--- src/source/switch_pkg.sv ---
// switch port count, credit depths and writer state type

package switch_pkg;

    // number of switch ports
    localparam int NUM_PORTS = 4;

    // width of a port index
    localparam int PORT_W = $clog2(NUM_PORTS);

    // ingress fifo depth, also the initial credit count of the source
    localparam int IN_FIFO_DEPTH = 4;

    // egress credits a reader holds after reset
    localparam int OUT_CREDITS = 2;

    // port writer states
    typedef enum logic [1:0] {
        W_IDLE,
        W_ALLOC,
        W_WRITE
    } writer_state_e;

endpackage

--- src/source/mem_pkg.sv ---
// shared block memory and free list sizing constants

package mem_pkg;

    // data width of one block
    localparam int BLOCK_BITS = 32;

    // number of blocks held in the shared memory
    localparam int NUM_BLOCKS = 8;

    // width of a block index
    localparam int ADDR_W = $clog2(NUM_BLOCKS);

endpackage
--- src/source/switch_core.sv ---
// switch slice top level with four writers, four readers, arbiter and block store

`timescale 1ns/100ps

module switch_core (
    input  logic                           clk,
    input  logic                           rst_n,
    input  logic                           in_valid_i   [switch_pkg::NUM_PORTS-1:0],
    input  logic [switch_pkg::PORT_W-1:0]  in_dest_i    [switch_pkg::NUM_PORTS-1:0],
    input  logic [mem_pkg::BLOCK_BITS-1:0] in_data_i    [switch_pkg::NUM_PORTS-1:0],
    input  logic                           out_credit_i [switch_pkg::NUM_PORTS-1:0],
    output logic                           in_credit_o  [switch_pkg::NUM_PORTS-1:0],
    output logic                           out_valid_o  [switch_pkg::NUM_PORTS-1:0],
    output logic [mem_pkg::BLOCK_BITS-1:0] out_data_o   [switch_pkg::NUM_PORTS-1:0]
);
    import switch_pkg::*;
    import mem_pkg::*;

    // writer side
    logic                  alloc_req [NUM_PORTS-1:0];
    logic                  alloc_gnt [NUM_PORTS-1:0];
    logic [ADDR_W-1:0]     alloc_idx [NUM_PORTS-1:0];
    logic                  wr_gnt    [NUM_PORTS-1:0];
    logic                  wr_en     [NUM_PORTS-1:0];
    logic [ADDR_W-1:0]     wr_addr   [NUM_PORTS-1:0];
    logic [PORT_W-1:0]     wr_dest   [NUM_PORTS-1:0];
    logic [BLOCK_BITS-1:0] wr_data   [NUM_PORTS-1:0];
    // reader side
    logic                  rd_req    [NUM_PORTS-1:0];
    logic [ADDR_W-1:0]     rd_addr   [NUM_PORTS-1:0];
    logic                  rd_gnt    [NUM_PORTS-1:0];
    logic                  rd_valid  [NUM_PORTS-1:0];
    logic [BLOCK_BITS-1:0] rd_data   [NUM_PORTS-1:0];
    logic                  enq       [NUM_PORTS-1:0];
    logic [ADDR_W-1:0]     enq_idx   [NUM_PORTS-1:0];
    // store side
    logic                  st_alloc_req, st_alloc_gnt, st_we, st_re, st_rvalid;
    logic [ADDR_W-1:0]     st_alloc_idx, st_waddr, st_raddr;
    logic [BLOCK_BITS-1:0] st_wdata, st_rdata;

    for (genvar g = 0; g < NUM_PORTS; g++) begin : g_port
        port_writer writer (
            .clk, .rst_n,
            .in_valid_i(in_valid_i[g]), .in_dest_i(in_dest_i[g]), .in_data_i(in_data_i[g]),
            .alloc_gnt_i(alloc_gnt[g]), .alloc_idx_i(alloc_idx[g]), .wr_gnt_i(wr_gnt[g]),
            .in_credit_o(in_credit_o[g]), .alloc_req_o(alloc_req[g]), .wr_en_o(wr_en[g]),
            .wr_addr_o(wr_addr[g]), .wr_dest_o(wr_dest[g]), .wr_data_o(wr_data[g])
        );
        port_reader reader (
            .clk, .rst_n,
            .enq_i(enq[g]), .enq_idx_i(enq_idx[g]), .rd_gnt_i(rd_gnt[g]),
            .rd_valid_i(rd_valid[g]), .rd_data_i(rd_data[g]),
            .out_credit_i(out_credit_i[g]), .rd_req_o(rd_req[g]), .rd_addr_o(rd_addr[g]),
            .out_valid_o(out_valid_o[g]), .out_data_o(out_data_o[g])
        );
    end

    buffer_arbiter arb (
        .clk, .rst_n,
        .alloc_req_i(alloc_req), .wr_en_i(wr_en), .wr_addr_i(wr_addr),
        .wr_dest_i(wr_dest), .wr_data_i(wr_data),
        .alloc_gnt_o(alloc_gnt), .alloc_idx_o(alloc_idx), .wr_gnt_o(wr_gnt),
        .rd_req_i(rd_req), .rd_addr_i(rd_addr), .rd_gnt_o(rd_gnt),
        .rd_valid_o(rd_valid), .rd_data_o(rd_data), .enq_o(enq), .enq_idx_o(enq_idx),
        .st_alloc_req_o(st_alloc_req), .st_we_o(st_we), .st_waddr_o(st_waddr),
        .st_wdata_o(st_wdata), .st_re_o(st_re), .st_raddr_o(st_raddr),
        .st_alloc_gnt_i(st_alloc_gnt), .st_alloc_idx_i(st_alloc_idx),
        .st_rvalid_i(st_rvalid), .st_rdata_i(st_rdata)
    );

    block_store store (
        .clk, .rst_n,
        .alloc_req_i(st_alloc_req), .we_i(st_we), .waddr_i(st_waddr), .wdata_i(st_wdata),
        .re_i(st_re), .raddr_i(st_raddr),
        .alloc_gnt_o(st_alloc_gnt), .alloc_idx_o(st_alloc_idx),
        .rvalid_o(st_rvalid), .rdata_o(st_rdata)
    );

endmodule

--- src/source/port_reader.sv ---
// per-port descriptor queue, egress credit count, read issue and output register

`timescale 1ns/100ps

module port_reader (
    input  logic                           clk,
    input  logic                           rst_n,
    input  logic                           enq_i,
    input  logic [mem_pkg::ADDR_W-1:0]     enq_idx_i,
    input  logic                           rd_gnt_i,
    input  logic                           rd_valid_i,
    input  logic [mem_pkg::BLOCK_BITS-1:0] rd_data_i,
    input  logic                           out_credit_i,
    output logic                           rd_req_o,
    output logic [mem_pkg::ADDR_W-1:0]     rd_addr_o,
    output logic                           out_valid_o,
    output logic [mem_pkg::BLOCK_BITS-1:0] out_data_o
);
    import switch_pkg::*;
    import mem_pkg::*;

    // one entry per block, so the queue never overflows
    logic [ADDR_W-1:0] queue [NUM_BLOCKS];
    logic [ADDR_W-1:0] qwptr;
    logic [ADDR_W-1:0] qrptr;
    logic [ADDR_W:0]   qcount;

    logic [$clog2(OUT_CREDITS+1)-1:0] credits;

    assign rd_req_o  = (qcount != 0) && (credits != 0);
    assign rd_addr_o = queue[qrptr];

    always_ff @(posedge clk) begin
        if (enq_i)
            queue[qwptr] <= enq_idx_i;
        if (rd_valid_i)
            out_data_o <= rd_data_i;
    end

    always_ff @(posedge clk or negedge rst_n) begin
        if (!rst_n) begin
            qwptr  <= '0;
            qrptr  <= '0;
            qcount <= '0;
        end else begin
            if (enq_i)
                qwptr <= qwptr + 1'b1;
            // head index leaves as soon as its read is granted
            if (rd_gnt_i)
                qrptr <= qrptr + 1'b1;
            qcount <= qcount + enq_i - rd_gnt_i;
        end
    end

    always_ff @(posedge clk or negedge rst_n) begin
        if (!rst_n) begin
            credits <= ($clog2(OUT_CREDITS+1))'(OUT_CREDITS);
        end else begin
            // spent at grant, returned by the sink
            credits <= credits - rd_gnt_i + out_credit_i;
        end
    end

    always_ff @(posedge clk or negedge rst_n) begin
        if (!rst_n) begin
            out_valid_o <= 1'b0;
        end else begin
            out_valid_o <= rd_valid_i;
        end
    end

endmodule

--- src/source/block_store.sv ---
// shared block memory with registered read and a fifo free list of block indices

`timescale 1ns/100ps

module block_store (
    input  logic                           clk,
    input  logic                           rst_n,
    input  logic                           alloc_req_i,
    input  logic                           we_i,
    input  logic [mem_pkg::ADDR_W-1:0]     waddr_i,
    input  logic [mem_pkg::BLOCK_BITS-1:0] wdata_i,
    input  logic                           re_i,
    input  logic [mem_pkg::ADDR_W-1:0]     raddr_i,
    output logic                           alloc_gnt_o,
    output logic [mem_pkg::ADDR_W-1:0]     alloc_idx_o,
    output logic                           rvalid_o,
    output logic [mem_pkg::BLOCK_BITS-1:0] rdata_o
);
    import mem_pkg::*;

    logic [BLOCK_BITS-1:0] mem [NUM_BLOCKS];

    // free list storage and pointers
    logic [ADDR_W-1:0] free_idx [NUM_BLOCKS];
    logic [ADDR_W-1:0] head;
    logic [ADDR_W-1:0] tail;
    logic [ADDR_W:0]   free_cnt;

    assign alloc_gnt_o = alloc_req_i && (free_cnt != 0);
    assign alloc_idx_o = free_idx[head];

    always_ff @(posedge clk) begin
        if (we_i)
            mem[waddr_i] <= wdata_i;
        if (re_i)
            rdata_o <= mem[raddr_i];
    end

    always_ff @(posedge clk or negedge rst_n) begin
        if (!rst_n) begin
            rvalid_o <= 1'b0;
        end else begin
            rvalid_o <= re_i;
        end
    end

    // every index starts out free
    always_ff @(posedge clk or negedge rst_n) begin
        if (!rst_n) begin
            for (int i = 0; i < NUM_BLOCKS; i++)
                free_idx[i] <= ADDR_W'(i);
            head     <= '0;
            tail     <= '0;
            free_cnt <= (ADDR_W+1)'(NUM_BLOCKS);
        end else begin
            if (alloc_gnt_o)
                head <= head + 1'b1;
            // a read releases its block at once
            if (re_i) begin
                free_idx[tail] <= raddr_i;
                tail           <= tail + 1'b1;
            end
            free_cnt <= free_cnt + re_i - alloc_gnt_o;
        end
    end

endmodule

--- src/source/buffer_arbiter.sv ---
// write slot, in-order allocation and read arbitration for the shared block memory

`timescale 1ns/100ps

module buffer_arbiter (
    input  logic clk,
    input  logic rst_n,
    // writers
    input  logic                           alloc_req_i [switch_pkg::NUM_PORTS-1:0],
    input  logic                           wr_en_i     [switch_pkg::NUM_PORTS-1:0],
    input  logic [mem_pkg::ADDR_W-1:0]     wr_addr_i   [switch_pkg::NUM_PORTS-1:0],
    input  logic [switch_pkg::PORT_W-1:0]  wr_dest_i   [switch_pkg::NUM_PORTS-1:0],
    input  logic [mem_pkg::BLOCK_BITS-1:0] wr_data_i   [switch_pkg::NUM_PORTS-1:0],
    output logic                           alloc_gnt_o [switch_pkg::NUM_PORTS-1:0],
    output logic [mem_pkg::ADDR_W-1:0]     alloc_idx_o [switch_pkg::NUM_PORTS-1:0],
    output logic                           wr_gnt_o    [switch_pkg::NUM_PORTS-1:0],
    // readers
    input  logic                           rd_req_i    [switch_pkg::NUM_PORTS-1:0],
    input  logic [mem_pkg::ADDR_W-1:0]     rd_addr_i   [switch_pkg::NUM_PORTS-1:0],
    output logic                           rd_gnt_o    [switch_pkg::NUM_PORTS-1:0],
    output logic                           rd_valid_o  [switch_pkg::NUM_PORTS-1:0],
    output logic [mem_pkg::BLOCK_BITS-1:0] rd_data_o   [switch_pkg::NUM_PORTS-1:0],
    output logic                           enq_o       [switch_pkg::NUM_PORTS-1:0],
    output logic [mem_pkg::ADDR_W-1:0]     enq_idx_o   [switch_pkg::NUM_PORTS-1:0],
    // block store
    output logic                           st_alloc_req_o,
    output logic                           st_we_o,
    output logic [mem_pkg::ADDR_W-1:0]     st_waddr_o,
    output logic [mem_pkg::BLOCK_BITS-1:0] st_wdata_o,
    output logic                           st_re_o,
    output logic [mem_pkg::ADDR_W-1:0]     st_raddr_o,
    input  logic                           st_alloc_gnt_i,
    input  logic [mem_pkg::ADDR_W-1:0]     st_alloc_idx_i,
    input  logic                           st_rvalid_i,
    input  logic [mem_pkg::BLOCK_BITS-1:0] st_rdata_i
);
    import switch_pkg::*;

    logic [PORT_W-1:0] wr_slot;
    logic [PORT_W-1:0] alloc_ptr;
    logic [PORT_W-1:0] rd_ptr;
    // port that owns the read currently in the store's output register
    logic [PORT_W-1:0] rd_port_q;

    // only the pointed-at port reaches each memory port
    assign st_we_o        = wr_en_i[wr_slot];
    assign st_waddr_o     = wr_addr_i[wr_slot];
    assign st_wdata_o     = wr_data_i[wr_slot];
    assign st_alloc_req_o = alloc_req_i[alloc_ptr];
    assign st_re_o        = rd_req_i[rd_ptr];
    assign st_raddr_o     = rd_addr_i[rd_ptr];

    always_comb begin
        for (int p = 0; p < NUM_PORTS; p++) begin
            wr_gnt_o[p]    = (wr_slot == PORT_W'(p));
            alloc_gnt_o[p] = st_alloc_gnt_i && (alloc_ptr == PORT_W'(p));
            alloc_idx_o[p] = st_alloc_idx_i;
            rd_gnt_o[p]    = st_re_o && (rd_ptr == PORT_W'(p));
            rd_valid_o[p]  = st_rvalid_i && (rd_port_q == PORT_W'(p));
            rd_data_o[p]   = st_rdata_i;
            // a written block is queued for its destination in the same cycle
            enq_o[p]       = st_we_o && (wr_dest_i[wr_slot] == PORT_W'(p));
            enq_idx_o[p]   = st_waddr_o;
        end
    end

    always_ff @(posedge clk or negedge rst_n) begin
        if (!rst_n) begin
            wr_slot   <= '0;
            alloc_ptr <= '0;
            rd_ptr    <= '0;
            rd_port_q <= '0;
        end else begin
            wr_slot <= wr_slot + 1'b1;
            // allocations are served strictly in pointer order
            if (st_alloc_gnt_i || !alloc_req_i[alloc_ptr])
                alloc_ptr <= alloc_ptr + 1'b1;
            if (st_re_o)
                rd_port_q <= rd_ptr;
            else
                rd_ptr <= rd_ptr + 1'b1;
        end
    end

endmodule

--- src/source/port_writer.sv ---
// ingress fifo with credit return, block allocation and shared memory write

`timescale 1ns/100ps

module port_writer (
    input  logic                          clk,
    input  logic                          rst_n,
    input  logic                          in_valid_i,
    input  logic [switch_pkg::PORT_W-1:0] in_dest_i,
    input  logic [mem_pkg::BLOCK_BITS-1:0] in_data_i,
    input  logic                          alloc_gnt_i,
    input  logic [mem_pkg::ADDR_W-1:0]    alloc_idx_i,
    input  logic                          wr_gnt_i,
    output logic                          in_credit_o,
    output logic                          alloc_req_o,
    output logic                          wr_en_o,
    output logic [mem_pkg::ADDR_W-1:0]    wr_addr_o,
    output logic [switch_pkg::PORT_W-1:0] wr_dest_o,
    output logic [mem_pkg::BLOCK_BITS-1:0] wr_data_o
);
    import switch_pkg::*;
    import mem_pkg::*;

    // fifo storage, payload only
    logic [BLOCK_BITS-1:0] data_mem [IN_FIFO_DEPTH];
    logic [PORT_W-1:0]     dest_mem [IN_FIFO_DEPTH];

    logic [$clog2(IN_FIFO_DEPTH)-1:0]   wptr;
    logic [$clog2(IN_FIFO_DEPTH)-1:0]   rptr;
    logic [$clog2(IN_FIFO_DEPTH+1)-1:0] count;

    writer_state_e     state;
    logic [ADDR_W-1:0] idx_q;
    logic              pop;

    // head leaves the fifo once its slot has been used
    assign pop = (state == W_WRITE) && wr_gnt_i;

    assign alloc_req_o = (state == W_ALLOC);
    assign wr_en_o     = (state == W_WRITE);
    assign wr_addr_o   = idx_q;
    assign wr_dest_o   = dest_mem[rptr];
    assign wr_data_o   = data_mem[rptr];

    always_ff @(posedge clk) begin
        if (in_valid_i) begin
            data_mem[wptr] <= in_data_i;
            dest_mem[wptr] <= in_dest_i;
        end
    end

    always_ff @(posedge clk or negedge rst_n) begin
        if (!rst_n) begin
            wptr        <= '0;
            rptr        <= '0;
            count       <= '0;
            in_credit_o <= 1'b0;
        end else begin
            // source only sends while holding a credit, so no full check
            if (in_valid_i)
                wptr <= wptr + 1'b1;
            if (pop)
                rptr <= rptr + 1'b1;
            count       <= count + in_valid_i - pop;
            in_credit_o <= pop;
        end
    end

    always_ff @(posedge clk or negedge rst_n) begin
        if (!rst_n) begin
            state <= W_IDLE;
            idx_q <= '0;
        end else begin
            case (state)
                W_IDLE:  if (count != 0) state <= W_ALLOC;
                W_ALLOC: if (alloc_gnt_i) begin
                    idx_q <= alloc_idx_i;
                    state <= W_WRITE;
                end
                W_WRITE: if (wr_gnt_i) state <= W_IDLE;
                default: state <= W_IDLE;
            endcase
        end
    end

endmodule

--- config.mk ---
export PLATFORM = sky130hd
export DESIGN_NAME = switch_core
export DESIGN_NICKNAME = d
export VERILOG_FILES = /design/src/source/switch_pkg.sv /design/src/source/mem_pkg.sv /design/src/source/switch_core.sv /design/src/source/port_reader.sv /design/src/source/block_store.sv /design/src/source/buffer_arbiter.sv /design/src/source/port_writer.sv
export SDC_FILE = /design/constraint.sdc
export NUM_CORES = 1
export LEC_CHECK = 0
export ABC_AREA = 1
export BUFFER_PORTS_ARGS = -buffer_cell sky130_fd_sc_hd__clkbuf_2
export CAP_MARGIN = 20
export CORE_MARGIN = 2
export CORE_UTILIZATION = 45
export DETAILED_ROUTE_END_ITERATION = 10
export MAX_ROUTING_LAYER = met4
export PLACE_DENSITY = 0.69
export SLEW_MARGIN = 30
export SYNTH_ARGS = -nofsm -noshare
export SYNTH_HDL_FRONTEND = slang
export SYNTH_SLANG_ARGS = --single-unit
--- constraint.sdc ---
create_clock -name clk -period 5.4 [get_ports clk]
set_input_delay 0.27 -clock clk [delete_from_list [all_inputs] [get_ports clk]]
set_output_delay 0.27 -clock clk [all_outputs]
set_load 0.05 [all_outputs]
==> reports/results.tsv <==
stage	metric	value	unit
run_status	run_status	finished, final reports clean	
finish	areaGrowthSynthToFinish	17.2	%
finish	drive_gt1_share	13.3	%
run	drv_cap	0	
drt	drtIter0Drc	3196	
hold_path	hold_path.class	in -> async	
sta	clock_skew	0.0481	ns
critical_path	end_kind	flip-flop	
synthesis	ys_seq_area_share	73.0	%
drt	wl_met3	8410	µm
placement	placedInstanceArea	51500	µm²
global_route	grt_max_degree	75	
synthesis	syn_inst	3865	
drt	wl_per_cell	19.7	µm
synthesis	ys_seq_elements	1203	
critical_path	ff2ff_path_depth	14	
synthesis	synth_top_area_cell	edfxtp_1	
sta	post-route-min-period	3.75	ns
synthesis	avgSynthCellArea	12.6	µm²
global_route	grt_usage	21.1	%
sta	finalHoldViolCount	0	
die	initial_utilization	45.3	%
critical_path	path_class	reg -> reg	
pwr	p_leak	21.8	nW
global_route	grt_first_pass_wirelength	175000	µm
drt	postRouteAntennaNets	0	
sta	worst_pin_slew	0.965	ns
sta	slew_viol_final	0	
critical_path	critPathLaunchType	flip-flop	
drt	first_pass_iters	6	
clock_network	htree_levels	3	
global_route	grt_pass1_vias	29500	
critical_path	rr_endpoint	store.rdata_o[1]$_DFFE_PP_	
drt	dr.max_layer_used	met4	
critical_path	reg2reg_slack	1.65	ns
critical_path	crit_fanout	72	
drt	wl_met1	50000	µm
sta	post-route-period-util	69.4	%
synthesis	synth_top_area_share	65.3	%
clock_network	numCtsBuffers	116	
finish	num-nets-final	4501	
critical_path	critPathArrivalTime	4.18	ns
placement	place_hpwl	71700	µm
sta	fmax	0.267	GHz
clock_network	postCtsHoldBufs	145	
drt	vias	30500	
clock_network	cts_resized	0	
synthesis	ys_top_cells_by_area	edfxtp_1, dfrtp_1, nand2_1	
pwr	powerDensity	372	nW/µm²
sta	setup_viol	0	
die	core-area	107000	µm²
placement	io_buffers	281	
synthesis	synth_cell_types	42	
placement	globalplace.congestion	0.832	
global_route	overflow	0	
clock_network	cts.sink_count	1203	
synthesis	syn_area	48500	µm²
clock_network	cts-root-buf	clkbuf_16	
clock_network	tritoncts	yes	
die	die-area	111000	µm²
critical_path	worst_ep_required_time	5.83	ns
global_route	antenna_found_initial	15	
finish	final_area	56900	µm²
die	io_pins	282	
drt	wl_met2	52000	µm
clock_network	post-cts-setup-buffers	0	
drt	viasPerCell	5.27	
synthesis	synth.net_count	4091	
sta	setup_tns	0	ns
clock_network	path_clk_slew	0.06	ns
die	fp.dieH	332	µm
die	die_w	332	µm
clock_network	clk-insertion-delay-late	0.72	ns
sta	maxSlewHeadroom	35.7	%
synthesis	yosys_warnings	0	
die	rows	120	
clock_network	clk_path_buf_depth	3	
drt	drc	0	
sta	grt_setup_unrepaired	no	
critical_path	rr_startpoint	g_port[1].reader.qrptr[0]$_DFFE_PN0P_	
pwr	ir_drop	0.342	mV
drt	drt-total-wl	114000	µm
sequential cells by signal, summed over array words and instances, names as in the netlist, 8 cells and up:
register	count
g_port.writer.state	8
g_port.reader.credits	8
g_port.writer.data_mem	512
store.free_idx	24
g_port.writer.wptr	8
g_port.reader.qrptr	12
g_port.reader.qcount	16
g_port.writer.wr_addr_o	12
g_port.writer.rptr	8
g_port.reader.queue	96
g_port.writer.count	12
g_port.reader.qwptr	12
store.mem	256
g_port.writer.dest_mem	32
g_port.reader.out_data_o	128
store.rdata_o	32
where the power goes:
group          internal (mW)  switching (mW)
Clock                   4.83            3.45
Combinational          0.413            1.08
Sequential              11.1           0.240
Total                   16.4            4.77
cells in the mapped netlist, drive strengths merged:
master	number
a21oi	23
a31oi	4
a32oi	2
and3	1
buf	90
clkbuf	108
clkinv	1
dfrtp	130
dfstp	17
edfxtp	1056
fa	9
ha	71
inv	402
mux2	1
nand2	570
nand3	300
nand3b	32
nor2	404
nor3	9
nor3b	1
o211ai	74
o21a	1
o21ai	358
o221ai	77
o22ai	60
o2bb2ai	1
o31ai	2
o41ai	2
or2	4
xnor2	21
xor2	34
cell families (layout without fill, tap and decap cells):
family / after synthesis / count (layout) / synth area share (%)
adder cells (fa/ha/maj): 80 / 80 / 2.20
flip-flops: 1203 / 1203 / 73.0
AND/OR/NAND/NOR: 1321 / 1321 / 11.4
multiplexers: 1 / 1 / 0.0232
XOR/XNOR: 55 / 55 / 0.992
AO/OA/AOI/OAI: 604 / 604 / 7.42
buffers and inverters: 601 / 1108 / 5.02
other: 0 / 19 / 0
critical path, stage by stage (launching register included):
cell     delay (ns)
dfrtp_1        0.59
inv_2          0.19
nand2_1        0.09
nand2_1        0.06
nand2_1        0.06
nand3_1        0.07
nand3_1        0.16
nand3_4        0.55
nand2_4        0.83
buf_12         0.38
nand2_1        0.11
nand3_1        0.08
nand2_1        0.07
nand2_1        0.06
nand2_1        0.07
final cells by class:
cell class	instances	area (µm²)
fill	8834	50100
sequential	1203	35400
multi-input combinational	2061	10800
timing repair buffer	490	3430
clock buffer	148	3100
tap	1403	1760
inverter	403	1510
clock inverter	67	802
antenna	19	47.5
layer usage:
metal / global-route usage [%] / vias to the layer above
met5: - / -
met4: 7.13 / 0
met3: 4.29 / 196
met2: 31.4 / 1143
met1: 29.2 / 14800
li1: - / 14400
worst max-delay path by stage:
stage                                                startpoint                                   end  slack [ns]
final                     g_port[1].reader.qrptr[0]$_DFFE_PN0P_            store.rdata_o[1]$_DFFE_PP_        1.65
after detailed placement              arb.rd_ptr[0]$_DFFE_PN0N_  g_port[2].reader.qcount[1]$_DFF_PN0_        1.67
after global routing      g_port[1].reader.qrptr[0]$_DFFE_PN0P_            store.rdata_o[5]$_DFFE_PP_        1.27
after floorplan                        arb.wr_slot[1]$_DFF_PN0_             store.mem[6][0]$_DFFE_PP_        1.31
after global placement                arb.rd_ptr[0]$_DFFE_PN0N_  g_port[2].reader.qcount[2]$_DFF_PN0_        1.71
after CTS                             arb.rd_ptr[0]$_DFFE_PN0N_  g_port[2].reader.qcount[2]$_DFF_PN0_        1.63
placed cells by master, fill, tap and decap left out, types with 4 or more instances in the layout:
cell / Yosys / routed
clkinv_2: 0 / 23
fa_1: 9 / 9
o22ai_1: 60 / 59
nor3_2: 2 / 6
edfxtp_1: 1056 / 1056
o211ai_1: 74 / 74
diode_2: 0 / 19
inv_6: 0 / 4
inv_1: 396 / 389
nand3b_1: 32 / 32
nand2_1: 564 / 564
dlygate4sd3_1: 0 / 145
a31oi_1: 4 / 4
nor2_1: 401 / 393
clkbuf_8: 0 / 6
inv_2: 6 / 8
a21oi_1: 23 / 23
nor2_4: 1 / 9
clkinv_1: 1 / 24
dfstp_2: 17 / 17
xnor2_1: 21 / 21
o21ai_1: 10 / 9
clkbuf_1: 108 / 25
nand3_1: 298 / 298
bufinv_16: 0 / 16
clkbuf_16: 0 / 117
clkbuf_2: 0 / 280
xor2_1: 34 / 34
ha_1: 71 / 71
o221ai_1: 77 / 77
dfrtp_1: 130 / 125
nand2_2: 6 / 4
buf_4: 21 / 58
dfrtp_2: 0 / 5
o21ai_0: 348 / 348
through the flow:
| step | setup WS [ns] | util [%] | total power [mW] | cells | hold slack [ns] |
|---|---|---|---|---|---|
| after floorplan | 1.31 | - | 12.3 | 3865 | -0.0256 |
| after global placement | 1.71 | 48.0 | 12.9 | 5410 | 0.325 |
| after detailed placement | 1.67 | 48.1 | 13.0 | 5415 | 0.329 |
| after CTS | 1.63 | 53.1 | 21.3 | 5775 | 0.130 |
| after global routing | 1.27 | 53.1 | 21.9 | 5790 | 0.166 |
| final | 1.65 | 53.2 | 21.2 | 5794 | 0.143 |
No activity file was read; power rests on OpenSTA's default activity.
